[src/bus_pkg.sv]
`default_nettype none

package bus_pkg;

    localparam int addr_width = 32;
    localparam int word_width = 32;

    // backing memory depth in words
    localparam int mem_words = 16384;

    typedef logic [addr_width-1:0] addr_t;
    typedef logic [word_width-1:0] word_t;

    typedef logic [7:0] burst_len_t;   // beats minus one

    typedef logic [$clog2(mem_words)-1:0] mem_index_t;

endpackage

`default_nettype wire

[src/rd_bus_if.sv]
`timescale 1ns/1ps
`default_nettype none

interface rd_bus_if;
    import bus_pkg::*;

    // address channel
    addr_t      araddr;
    burst_len_t arlen;
    logic       arvalid;
    logic       arready;

    // read data channel
    word_t      rdata;
    logic       rvalid;
    logic       rlast;
    logic       rready;

    modport requester (
        output araddr, arlen, arvalid, rready,
        input  arready, rdata, rvalid, rlast
    );

    modport responder (
        input  araddr, arlen, arvalid, rready,
        output arready, rdata, rvalid, rlast
    );

endinterface

`default_nettype wire

[src/uncached_reader.sv]
`timescale 1ns/1ps
`default_nettype none

module uncached_reader (
    input  logic           clk,
    input  logic           rst,
    input  logic           load_req,
    input  bus_pkg::addr_t load_addr,
    output logic           load_valid,
    output bus_pkg::word_t load_data,
    rd_bus_if.requester    bus
);
    import bus_pkg::*;

    addr_t addr_q;
    logic  busy;      // load in flight
    logic  ar_pend;   // address not yet accepted
    logic  beat;

    assign beat = bus.rvalid && bus.rready;

    always_ff @(posedge clk) begin
        if (rst) begin
            busy       <= 1'b0;
            ar_pend    <= 1'b0;
            load_valid <= 1'b0;
        end else begin
            load_valid <= 1'b0;
            if (load_req && !busy) begin
                busy    <= 1'b1;
                ar_pend <= 1'b1;
            end
            if (bus.arvalid && bus.arready) begin
                ar_pend <= 1'b0;
            end
            if (beat) begin
                busy       <= 1'b0;
                load_valid <= 1'b1;
            end
        end
    end

    always_ff @(posedge clk) begin
        if (load_req && !busy) begin
            addr_q <= load_addr;
        end
        if (beat) begin
            load_data <= bus.rdata;
        end
    end

    assign bus.araddr  = addr_q;
    assign bus.arlen   = '0;        // single beat
    assign bus.arvalid = ar_pend;
    assign bus.rready  = busy && !ar_pend;

endmodule

`default_nettype wire

[src/flat_wrapper.sv]
// flat-port wrapper written by rule: the top's interface ports become plain ports
module uncached_reader_flat import bus_pkg::*;
  (clk, rst, load_req, load_addr, load_valid, load_data, bus_araddr, bus_arlen, bus_arvalid, bus_rready, bus_arready, bus_rdata, bus_rvalid, bus_rlast);
  rd_bus_if bus_i ();
  input  logic clk;
  input  logic rst;
  input  logic load_req;
  input  bus_pkg::addr_t load_addr;
  output logic load_valid;
  output bus_pkg::word_t load_data;
  output wire logic [$bits(bus_i.araddr)-1:0] bus_araddr;
  output wire logic [$bits(bus_i.arlen)-1:0] bus_arlen;
  output wire logic [$bits(bus_i.arvalid)-1:0] bus_arvalid;
  output wire logic [$bits(bus_i.rready)-1:0] bus_rready;
  input wire logic [$bits(bus_i.arready)-1:0] bus_arready;
  input wire logic [$bits(bus_i.rdata)-1:0] bus_rdata;
  input wire logic [$bits(bus_i.rvalid)-1:0] bus_rvalid;
  input wire logic [$bits(bus_i.rlast)-1:0] bus_rlast;
  assign bus_araddr = bus_i.araddr;
  assign bus_arlen = bus_i.arlen;
  assign bus_arvalid = bus_i.arvalid;
  assign bus_rready = bus_i.rready;
  assign bus_i.arready = bus_arready;
  assign bus_i.rdata = bus_rdata;
  assign bus_i.rvalid = bus_rvalid;
  assign bus_i.rlast = bus_rlast;
  uncached_reader u_core (.clk(clk), .rst(rst), .load_req(load_req), .load_addr(load_addr), .load_valid(load_valid), .load_data(load_data), .bus(bus_i));
endmodule
[config.mk]
export PLATFORM = sky130hd
export DESIGN_NAME = uncached_reader_flat
export DESIGN_NICKNAME = d
export VERILOG_FILES = /design/src/bus_pkg.sv /design/src/rd_bus_if.sv /design/src/uncached_reader.sv /design/src/flat_wrapper.sv
export SDC_FILE = /design/constraint.sdc
export NUM_CORES = 1
export LEC_CHECK = 0
export BUFFER_PORTS_ARGS = -buffer_cell sky130_fd_sc_hd__buf_4
export CAP_MARGIN = 20
export CORE_ASPECT_RATIO = 1.75
export CORE_MARGIN = 1
export CORE_UTILIZATION = 44
export CTS_CLUSTER_SIZE = 20
export DETAILED_ROUTE_END_ITERATION = 7
export PLACE_DENSITY = 0.93
export SLEW_MARGIN = 20
export SYNTH_ARGS = -nofsm -noshare
export SYNTH_HDL_FRONTEND = slang
export SYNTH_SLANG_ARGS = --single-unit
[constraint.sdc]
create_clock -name clk -period 5.8 [get_ports clk]
set_clock_uncertainty 0.05 [all_clocks]
set_input_delay 0.87 -clock clk [delete_from_list [all_inputs] [get_ports clk]]
set_output_delay 0.87 -clock clk [all_outputs]
set_load 0.05 [all_outputs]
==> impl_metrics.py <==
metrics = {
    "pwr": {
        "totalPowerFinal_uw": 1105,
        "ir_drop_v": 0.0002508,
        "power_density_nw_per_um2": 328.5,
        "leakagePower_uw": 0.001439,
    },
    "clock_network": {
        "cts_buffers": 9,
        "clkSinkCount": 67,
        "clk_pin_slew_ns": 0.06,
        "clockBufferDepth": 2,
        "cts_setup_buffers": 0,
        "holdBufCountCts": 0,
        "clk_latency_ns": 0.32,
        "post_cts_resized": 0,
        "root_buffer": "clkbuf_8",
        "cts_tree": "built",
        "htree_levels": 3,
    },
    "critical_path": {
        "cp_data_arrival_time_ns": 1.09,
        "crit_type": "flop to output pin",
        "worst_setup_path_end_kind": "output pin",
        "start_kind": "flop",
        "worst-path-max-fanout": 5,
        "rrSetupSlack_ns": 4.30,
        "critPathRequiredTime_ns": 4.88,
    },
    "synthesis": {
        "yosys_warnings": 0,
        "syn-cell-area_sq_um": 2117,
        "ys_seq_area_frac": 0.9362,
        "ys_ff_latch": 67,
        "avgSynthCellArea_sq_um": 24.91,
        "synth_cell_types": 12,
        "syn_inst": 85,
    },
    "placed_design": {
        "io_buffer_count": 135,
        "post-place-ws_ns": 3.744,
        "gp_congestion": 0.6614,
        "dp_cells": 272,
        "post-dp-hpwl_um": 3308,
    },
    "grt": {
        "grt.total_usage": 0.1692,
        "grt_max_degree": 35,
        "grt_pass1_vias": 1256,
        "grt_overflow": 0,
        "antenna_found_initial": 0,
        "grt_pass1_wl_um": 5678,
    },
    "final_layout": {
        "drive_gt1_frac": 0.6568,
        "fillCellCount": 301,
        "stdcell_count": 288,
        "antenna_cells": 0,
        "utilization": 0.7211,
        "area_delta_synth_final_pct": 58.92,
        "final_common_cell": "buf_4",
        "final_cell_mix": "136 x buf_4, 64 x edfxtp_1, 9 x clkbuf_8, 8 x conb_1",
        "nNetsFinal": 301,
    },
    "sta": {
        "fmax_mhz": 497.3,
        "final.setup.tns_ns": 0,
        "rsz0062_at_grt": "false",
        "slew_headroom": 0.5177,
        "slew_viol_final": 0,
        "final.period_utilization": 0.3467,
        "setup_slack_ns": 3.789,
        "setup_viol_count_final": 0,
        "tightest_slew_ns": 0.7234,
        "hold_violations": 0,
        "period_needed_ns": 2.011,
    },
    "job": {
        "maxCapViolCount": 0,
    },
    "die": {
        "start_util": 0.4537,
        "core_sq_um": 4666,
        "die_height_um": 93.76,
        "pin_count": 145,
        "die_width_um": 54.44,
        "dieArea_sq_um": 5104,
        "rows": 33,
    },
    "route": {
        "dr.pass1.iters": 4,
        "drt_iter0_markers": 37,
        "vias": 1305,
        "drt-wirelength-per-cell_um": 15.11,
        "drtAntennaViolNets": 0,
        "wirelength_um": 4352,
        "viasPerCell": 4.531,
        "post-route-drc-count": 0,
    },
    "outcome": {
        "outcome": "finished, final reports clean",
    },
    "min_path": {
        "hp-class": "flop to flop",
    },
}
==> state kept, by name, summed over array words and instances (netlist names) <==
| register | count |
|---|---|
| u_core.load_valid | 1 |
| u_core.bus.arvalid | 1 |
| u_core.bus.araddr | 32 |
| u_core.load_data | 32 |
| u_core.busy | 1 |
==> final timing paths <==
check,startpoint,to,depth (start not counted)
setup / recovery,u_core.bus.arvalid$_SDFFE_PP0P_,bus_rready,2
hold / removal,u_core.bus.arvalid$_SDFFE_PP0P_,u_core.bus.arvalid$_SDFFE_PP0P_,2
setup reg to reg,u_core.busy$_SDFFE_PP0P_,u_core.load_data[26]$_DFFE_PP_,1
hold reg to reg,u_core.bus.arvalid$_SDFFE_PP0P_,u_core.bus.arvalid$_SDFFE_PP0P_,2
==> power breakdown <==
group	internal [uW]	switching [uW]
sequential	559	7.27
combinational	59.4	118
clock	197	164
==> worst max-delay path, stage by stage (launching register included) <==
cell	delay, ns
dfxtp_1	0.36
and2b_2	0.23
buf_4	0.18
==> logic make-up after synthesis <==
kind of cell    after synthesis  synth area share
simple gates                  8           0.03015
other cells                   1          0.001771
buf+inv                       8           0.02837
compound gates                1          0.003547
flops                        67            0.9362
==> cell usage after synthesis (all sizes together) <==
| cell | number | area (sq um) |
|---|---|---|
| nor3b | 1 | 7.510 |
| nor3 | 1 | 10.01 |
| nor2 | 2 | 7.510 |
| buf | 8 | 60.06 |
| and3b | 1 | 10.01 |
| conb | 1 | 3.750 |
| and2b | 1 | 8.760 |
| edfxtp | 64 | 1922 |
| nor2b | 2 | 20.02 |
| a21o | 1 | 7.510 |
| dfxtp | 3 | 60.06 |
==> per-stage QoR <==
step	instance area, sq um	hold WS (ns)
after floorplan	2143	0.4487
after global placement	3172	0.4953
after detailed placement	3172	0.5008
after CTS	3364	0.5164
after global routing	3364	0.5504
final	3364	0.5119
==> layout make-up <==
cell class                 count  area (sq um)  area share
timing repair buffer         136          1021      0.3035
clock inverter                 7         68.82     0.02045
tap                           52         65.06     0.01934
multi-input combinational     17         103.9     0.03087
sequential                    67          1982      0.5891
clock buffer                   9         123.9     0.03682
==> per-layer routing <==
layer	GRT usage	vias up	share of wire
li1	-	602	-
met1	0.1631	609	0.33
met2	0.2835	88	0.55
met3	0.06634	6	0.11
met4	0.1047	0	0.015
met5	0	-	0
Power figures use the tool's default switching activity.
