[src/bus_pkg.sv]
`default_nettype none

package bus_pkg;

    localparam int addr_width = 32;
    localparam int word_width = 32;

    // backing memory depth in words
    localparam int mem_words = 16384;

    typedef logic [addr_width-1:0] addr_t;
    typedef logic [word_width-1:0] word_t;

    typedef logic [7:0] burst_len_t;   // beats minus one

    typedef logic [$clog2(mem_words)-1:0] mem_index_t;

endpackage

`default_nettype wire

[src/rd_bus_if.sv]
`timescale 1ns/1ps
`default_nettype none

interface rd_bus_if;
    import bus_pkg::*;

    // address channel
    addr_t      araddr;
    burst_len_t arlen;
    logic       arvalid;
    logic       arready;

    // read data channel
    word_t      rdata;
    logic       rvalid;
    logic       rlast;
    logic       rready;

    modport requester (
        output araddr, arlen, arvalid, rready,
        input  arready, rdata, rvalid, rlast
    );

    modport responder (
        input  araddr, arlen, arvalid, rready,
        output arready, rdata, rvalid, rlast
    );

endinterface

`default_nettype wire

[src/read_arbiter.sv]
`timescale 1ns/1ps
`default_nettype none

module read_arbiter (
    input  logic        clk,
    input  logic        rst,
    rd_bus_if.responder req0,
    rd_bus_if.responder req1,
    rd_bus_if.requester mem
);
    logic       busy;    // burst open from acceptance through rlast
    logic       owner;   // last requester served
    logic       pick;
    logic [1:0] grant;

    // round robin, favour the one not served last
    always_comb begin
        if (req0.arvalid && req1.arvalid) begin
            pick = ~owner;
        end else begin
            pick = req1.arvalid;
        end
    end

    always_comb begin
        if (busy) begin
            grant = owner ? 2'b10 : 2'b01;
        end else if (req0.arvalid || req1.arvalid) begin
            grant = pick ? 2'b10 : 2'b01;
        end else begin
            grant = 2'b00;
        end
    end

    always_ff @(posedge clk) begin
        if (rst) begin
            busy  <= 1'b0;
            owner <= 1'b1;   // requester 0 first
        end else begin
            if (mem.arvalid && mem.arready) begin
                busy  <= 1'b1;
                owner <= grant[1];
            end
            if (mem.rvalid && mem.rready && mem.rlast) begin
                busy <= 1'b0;
            end
        end
    end

    // forward the granted side
    assign mem.araddr  = grant[1] ? req1.araddr  : req0.araddr;
    assign mem.arlen   = grant[1] ? req1.arlen   : req0.arlen;
    assign mem.arvalid = grant[1] ? req1.arvalid : req0.arvalid;
    assign mem.rready  = grant[1] ? req1.rready  : req0.rready;

    assign req0.arready = grant[0] && mem.arready;
    assign req1.arready = grant[1] && mem.arready;
    assign req0.rdata   = mem.rdata;
    assign req1.rdata   = mem.rdata;
    assign req0.rvalid  = grant[0] && mem.rvalid;
    assign req1.rvalid  = grant[1] && mem.rvalid;
    assign req0.rlast   = grant[0] && mem.rlast;
    assign req1.rlast   = grant[1] && mem.rlast;

endmodule

`default_nettype wire

[src/flat_wrapper.sv]
// flat-port wrapper written by rule: the top's interface ports become plain ports
module read_arbiter_flat 
  (clk, rst, req0_araddr, req0_arlen, req0_arvalid, req0_rready, req0_arready, req0_rdata, req0_rvalid, req0_rlast, req1_araddr, req1_arlen, req1_arvalid, req1_rready, req1_arready, req1_rdata, req1_rvalid, req1_rlast, mem_araddr, mem_arlen, mem_arvalid, mem_rready, mem_arready, mem_rdata, mem_rvalid, mem_rlast);
  rd_bus_if req0_i ();
  rd_bus_if req1_i ();
  rd_bus_if mem_i ();
  input  logic clk;
  input  logic rst;
  input wire logic [$bits(req0_i.araddr)-1:0] req0_araddr;
  input wire logic [$bits(req0_i.arlen)-1:0] req0_arlen;
  input wire logic [$bits(req0_i.arvalid)-1:0] req0_arvalid;
  input wire logic [$bits(req0_i.rready)-1:0] req0_rready;
  output wire logic [$bits(req0_i.arready)-1:0] req0_arready;
  output wire logic [$bits(req0_i.rdata)-1:0] req0_rdata;
  output wire logic [$bits(req0_i.rvalid)-1:0] req0_rvalid;
  output wire logic [$bits(req0_i.rlast)-1:0] req0_rlast;
  input wire logic [$bits(req1_i.araddr)-1:0] req1_araddr;
  input wire logic [$bits(req1_i.arlen)-1:0] req1_arlen;
  input wire logic [$bits(req1_i.arvalid)-1:0] req1_arvalid;
  input wire logic [$bits(req1_i.rready)-1:0] req1_rready;
  output wire logic [$bits(req1_i.arready)-1:0] req1_arready;
  output wire logic [$bits(req1_i.rdata)-1:0] req1_rdata;
  output wire logic [$bits(req1_i.rvalid)-1:0] req1_rvalid;
  output wire logic [$bits(req1_i.rlast)-1:0] req1_rlast;
  output wire logic [$bits(mem_i.araddr)-1:0] mem_araddr;
  output wire logic [$bits(mem_i.arlen)-1:0] mem_arlen;
  output wire logic [$bits(mem_i.arvalid)-1:0] mem_arvalid;
  output wire logic [$bits(mem_i.rready)-1:0] mem_rready;
  input wire logic [$bits(mem_i.arready)-1:0] mem_arready;
  input wire logic [$bits(mem_i.rdata)-1:0] mem_rdata;
  input wire logic [$bits(mem_i.rvalid)-1:0] mem_rvalid;
  input wire logic [$bits(mem_i.rlast)-1:0] mem_rlast;
  assign req0_i.araddr = req0_araddr;
  assign req0_i.arlen = req0_arlen;
  assign req0_i.arvalid = req0_arvalid;
  assign req0_i.rready = req0_rready;
  assign req0_arready = req0_i.arready;
  assign req0_rdata = req0_i.rdata;
  assign req0_rvalid = req0_i.rvalid;
  assign req0_rlast = req0_i.rlast;
  assign req1_i.araddr = req1_araddr;
  assign req1_i.arlen = req1_arlen;
  assign req1_i.arvalid = req1_arvalid;
  assign req1_i.rready = req1_rready;
  assign req1_arready = req1_i.arready;
  assign req1_rdata = req1_i.rdata;
  assign req1_rvalid = req1_i.rvalid;
  assign req1_rlast = req1_i.rlast;
  assign mem_araddr = mem_i.araddr;
  assign mem_arlen = mem_i.arlen;
  assign mem_arvalid = mem_i.arvalid;
  assign mem_rready = mem_i.rready;
  assign mem_i.arready = mem_arready;
  assign mem_i.rdata = mem_rdata;
  assign mem_i.rvalid = mem_rvalid;
  assign mem_i.rlast = mem_rlast;
  read_arbiter u_core (.clk(clk), .rst(rst), .req0(req0_i), .req1(req1_i), .mem(mem_i));
endmodule
[config.mk]
export PLATFORM = sky130hd
export DESIGN_NAME = read_arbiter_flat
export DESIGN_NICKNAME = d
export VERILOG_FILES = /design/src/bus_pkg.sv /design/src/rd_bus_if.sv /design/src/read_arbiter.sv /design/src/flat_wrapper.sv
export SDC_FILE = /design/constraint.sdc
export NUM_CORES = 1
export LEC_CHECK = 0
export BUFFER_PORTS_ARGS = -buffer_cell sky130_fd_sc_hd__buf_4
export CAP_MARGIN = 20
export CORE_AREA = 4 4 88 90
export DETAILED_ROUTE_END_ITERATION = 10
export DIE_AREA = 0 0 92 94
export SETUP_SLACK_MARGIN = 0.3
export SLEW_MARGIN = 20
export SYNTH_ARGS = -nofsm -noshare
export SYNTH_HDL_FRONTEND = slang
export SYNTH_SLANG_ARGS = --single-unit
[constraint.sdc]
create_clock -name clk -period 2.6 [get_ports clk]
set_input_delay 0.52 -clock clk [delete_from_list [all_inputs] [get_ports clk]]
set_output_delay 0.52 -clock clk [all_outputs]
set_load 0.02 [all_outputs]
==> out/qor.csv, run 1 <==
metric,value,unit
clock-sinks,2,
period_minus_slack,2260,ps
clk_pin_slew_worst_paths,30,ps
start_kind,input pin,
synth_flop_cell,dfxtp_1,
holdCritStartpoint,rst,
critPathTopFamily,multiplexers,
ys_seq_area_share,3.22,%
cts.htree.levels,1,
worst_slew_pin_slew,259,ps
max-slew-margin-rel,82.7,%
comb_power_share,75.9,%
clockBufferDepth,2,
slew_viol_final,0,
max-vdd-ir-drop,0.143,mV
cp_common_cell,buf_4,
diodes,0,
fmax,442,MHz
ys_async_sr_fraction,0,%
finalPower,0.667,mW
met2_usage,13.3,%
use_met1,7.00,%
ys_seq_elements,2,
netSwitchingFraction,37.4,%
syn_to_final_growth,54.8,%
cellInternalPower,0.418,mW
syn_nets,259,
synth_area_leaders,"buf_4, mux2_2, buf_6",
die_w,92,µm
finalSetupTns,0,ps
holdPathStages,3,
core,0.00706,mm²
crit_fanout,31,
root_buffer,clkbuf_8,
ys_top_cells_by_count,"buf_4, mux2_2, nor2b_1, buf_6, mux2i_1",
setup_viol,0,
syn-cell-area,0.00124,mm²
synth_top_area_share,39.2,%
p_sw,0.249,mW
grt_first_pass_wirelength,5.49,mm
r2r_setup_slack,1480,ps
r2r-end,u_core.busy$_SDFFE_PP0P_,
instances_no_fill,309,
syn_inst,138,
start_util,17.6,%
crit_path_end_kind,output pin,
dieArea,0.00865,mm²
ctsHoldBuffers,0,
first_pass_iters,4,
critPathRequiredTime,2080,ps
place_inst,306,
port_buffers,136,
detailedRoute.firstIterationViolations,10,
yosysTopAreaCell,buf_4,
clockPowerShare,18.2,%
final_area,0.00193,mm²
gp_congestion,0.717,
status,"finished, final reports clean",
cp.arrival,1740,ps
worst_path_largest_cell_delay,360,ps
timing.final.crit_share,86.9,%
synth_edf_count,0,
grt_max_degree,32,
cts_tree,done,
wirelength,3.87,mm
holdPathEnd,u_core.owner$_SDFFE_PP1P_,
grt.overflow.total,0,
drc_errors,0,
powerDensity,346,mW/mm²
synth.avg_cell_area,9.02,µm²
antenna_found_initial,0,
ff2ff_path_depth,3,
layout_setup_ws,339,ps
dpl_cell_area,0.00188,mm²
seqPwrFrac,5.9,%
cp_slowest_cell,mux2_2,
synth_most_common_cell,buf_4,
antenna_left,0,
row_count,31,
worst_skew_pair.late_latency,210,ps
grt_pass1_vias,1150,
vias,1155,
hold_violations,0,
use_met3,4.73,%
crit_buf_inv,3,
fin_util,27.3,%
worstSetupPathType,in -> out,
grt_most_used_layer,met2,
drive_gt1_share,88.6,%
r2r-start,u_core.owner$_SDFFE_PP1P_,
track_usage,7.71,%
yosysWarnings,0,
nets,333,
numCtsBuffers,3,
leakage,0.966,nW
crit_path_cell_trace,"buf_4, a21boi_4, mux2i_4, buf_12, mux2_2, buf_4",
min_path_type,in -> reg,
maxCapViolCount,0,
ys_types,21,
via_per_inst,3.74,
die_h,94,µm
wl_per_cell,12.5,µm
fin_worst_hold_slack,531,ps
rsz0062_at_grt,yes,
ios,233,
skew,2.83,ps
post-place-ws,317,ps
hpwl,3.36,mm
-- flip-flops by register name (all words and copies together), names as in the netlist --
name,flops
u_core.owner,1
u_core.busy,1
-- worst min-delay path, stage by stage --
cell     delay [ps]
buf_4            80
inv_1            40
o21ai_0          70
-- metal layers --
| layer | share of wire [%] | up-vias | routed length (µm) |
|---|---|---|---|
| li1 | - | 549 | - |
| met3 | 18 | 18 | 693 |
| met1 | 29 | 500 | 1130 |
| met4 | 3.5 | 0 | 137 |
| met2 | 49 | 88 | 1900 |
| met5 | 0 | - | 0 |
-- final cells by class --
cell class              count  area (µm²)
inverters                   2        7.51
repair buffers            138        1050
clock buffers               3        41.3
flip-flops and latches      2        41.3
multi-input cells          65         664
fillers                   764        5130
well taps                  99         124
-- kinds of logic (layout without fill, tap and decap cells) --
logic type,Yosys count,count (layout),share of synthesized area [%]
buf+inv,71,143,43.4
mux,45,45,42.1
simple gates,12,12,5.83
compound gates,8,8,5.43
flops,2,2,3.22
-- layout by cell type (no fill, tap or decap) --
cell type | synthesis | final
mux2i_1 | 4 | 4
mux2i_4 | 1 | 1
nor2_1 | 1 | 1
clkbuf_8 | 0 | 3
mux2_2 | 37 | 37
a21oi_1 | 1 | 1
inv_1 | 1 | 1
o21ba_2 | 1 | 1
dfxtp_1 | 2 | 1
o21ai_0 | 1 | 1
nand2b_1 | 1 | 1
nor2b_1 | 7 | 7
inv_2 | 1 | 1
a31oi_1 | 2 | 2
mux2_4 | 3 | 3
dfxtp_2 | 0 | 1
a21boi_4 | 1 | 1
nand3_1 | 2 | 2
and4_1 | 1 | 1
o21a_1 | 1 | 1
buf_12 | 0 | 1
buf_4 | 65 | 137
o221ai_1 | 1 | 1
-- how the worst max path moves through the flow --
stage,startpoint,end,slack (ps),depth (start not counted)
after floorplan,req1_arvalid,mem_araddr[23],590,4
after global placement,req1_arvalid,mem_araddr[13],340,6
after detailed placement,req1_arvalid,mem_arlen[5],320,6
after CTS,req1_arvalid,mem_arlen[5],330,6
after global routing,u_core.busy$_SDFFE_PP0P_,mem_araddr[16],260,5
final,req1_arvalid,mem_arlen[5],340,6
-- timing repair --
item                                    CTS  global route
endpoints found under the setup margin   40            37
resized for setup                         1             0
setup buffers                             0             0
-- power groups by stage --
stage | logic, mW | clock network, mW | registers (mW)
detailed placement | 0.513 | 0 | 0.0397
finish | 0.506 | 0.122 | 0.0394
CTS | 0.514 | 0.127 | 0.0394
floorplan | 0.423 | 0 | 0.0354
global placement | 0.509 | 0 | 0.0393
global route | 0.538 | 0.134 | 0.0401
Note: power is estimated with default switching activity, not from simulation.
==> run 2: changes to the inputs <==
CORE_AREA = 4 4 89 91   (was 4 4 88 90)
DIE_AREA = 0 0 93 95   (was 0 0 92 94)
clock period = 2.44 ns   (was 2.6 ns; I/O delays follow)
==> run 2 against run 1 <==
  * Utilization rose by 3.0 points
  * Worst setup slack worse by 95 ps
  * Flip-flop and latch count did not move
  * Highest routed layer unchanged
  * Global-route usage up 1.5 points
  * Via count up 6.1%
  * First-iteration DRC count down 30%
  * Clock skew is 1.5 ps lower
  * Final cell count is 3.9% higher
  * Critical path depth rose by 1
  * Wire length is 22% higher
  * Count of clock-buffer cells in the layout unchanged
  * Design area increased by 12%
==> out/qor.csv, run 2 (synthesis results as in run 1) <==
metric,value,unit,change
root_buffer,clkbuf_8,,
max-vdd-ir-drop,0.176,mV,+24%
cp.arrival,1710,ps,-30 ps
vias,1226,,+6.1%
nets,345,,+3.6%
route.met3.wl,546,µm,-21%
drc_errors,0,,unchanged
fmax,455,MHz,
dieArea,0.00884,mm²,+2.2%
powerDensity,374,mW/mm²,+8.0%
ff2ff_path_depth,5,,+2
leakage,1.10,nW,+14%
mostFrequentLayoutCells,"buf_4, mux2_2, buf_6",,
first_pass_iters,6,,+2
slew_viol_final,0,,unchanged
ios,233,,unchanged
syn_to_final_growth,73.5,%,
period_minus_slack,2200,ps,
finalPower,0.808,mW,+21%
wl_met1,1.56,mm,+37%
min_path_type,in -> reg,,
diodes,0,,unchanged
crit_fanout,13,,-58%
drive_gt1_share,89.6,%,+1.1 points
detailedRoute.firstIterationViolations,7,,-3
holdPathStages,3,,unchanged
skew,1.37,ps,-1.46 ps
core,0.00714,mm²,+1.1%
grt_max_degree,14,,-56%
start_util,17.4,%,-0.19 points
clockBufferDepth,2,,unchanged
rsz0062_at_grt,yes,,
worst_skew_pair.late_latency,210,ps,about the same
top_layer,met4,,
wirelength,4.73,mm,+22%
worst_slew_pin_slew,269,ps,+10.0 ps
wl_per_cell,14.7,µm,+18%
antenna_found_initial,0,,unchanged
ctsHoldBuffers,0,,unchanged
fin_util,30.3,%,+3.0 points
numCtsBuffers,3,,unchanged
clock-sinks,2,,unchanged
maxCapViolCount,0,,unchanged
crit_path_end_kind,output pin,,
final_common_cell,buf_4,,
max-slew-margin-rel,82.0,%,-0.67 points
row_count,31,,unchanged
via_per_inst,3.82,,+2.2%
grt_pass1_vias,1229,,+6.9%
critPathRequiredTime,1950,ps,-130 ps
grt_first_pass_wirelength,6.36,mm,+16%
hpwl,3.77,mm,+12%
worstSetupPathType,in -> out,,
antenna_left,0,,unchanged
setup_viol,0,,unchanged
clk_pin_slew_worst_paths,30,ps,about the same
cts_tree,done,,
status,"finished, final reports clean",,
port_buffers,136,,unchanged
hold_violations,0,,unchanged
die_w,93,µm,+1.1%
start_kind,input pin,,
wl_met2,2.55,mm,+34%
die_h,95,µm,+1.1%
finalSetupTns,0,ps,unchanged
grt.overflow.total,0,,unchanged
timing.final.crit_share,90.0,%,
gp_congestion,0.736,,+2.6%
cts.htree.levels,1,,unchanged
track_usage,9.17,%,+1.5 points
biggestRegsByFlops,"u_core.busy (1), u_core.owner (1)",,
## run 2: area by class of cell
cell class | instances | area [µm²]
multi-input cells | 65 | 694
inverters | 2 | 10.0
flip-flops and latches | 2 | 47.5
well taps | 99 | 124
clock buffers | 3 | 41.3
repair buffers | 150 | 1240
fillers | 773 | 4980
## run 2: per-layer routing
metal | GRT usage, % | vias up
met5 | 0 | -
met4 | 3.17 | 0
met3 | 2.95 | 16
met2 | 17.3 | 82
met1 | 9.53 | 549
li1 | - | 579
## run 2: worst max-delay path: stages
cell      delay [ps]
buf_8             90
a21boi_4         140
mux2i_4          170
buf_4            160
buf_12           140
mux2_2           350
buf_4            160
## run 2: worst paths after layout
check	from	to	slack [ps]
worst max-delay path	req1_arvalid	mem_araddr[16]	240
worst max register to register	u_core.owner$_SDFFE_PP1P_	u_core.busy$_SDFFE_PP0P_	1200
worst min-delay path	rst	u_core.owner$_SDFFE_PP1P_	510
worst min register to register	u_core.owner$_SDFFE_PP1P_	u_core.owner$_SDFFE_PP1P_	670
## run 2: power by group
group,switching [mW],internal [mW],leakage (nW)
Sequential,0.00639,0.0356,0.0172
Combinational,0.265,0.374,1.06
Clock,0.0224,0.104,0.0216
## run 2: what timing repair did
action | in CTS | in global routing
setup endpoints to repair | 40 | 43
resized for setup | 27 | 10
pin swaps | 0 | 1
buffers inserted | 8 | 2
gates cloned | 1 | 0
## run 2: metrics by stage
stage               setup WS, ps  cells  area [µm²]  hold WS, ps
finish                       245    321        2160          512
global route                 189    321        2160          551
CTS                          242    319        2110          510
detailed placement           222    307        1890          722
global placement             228    307        1890          722
floorplan                    492    138        1240          596
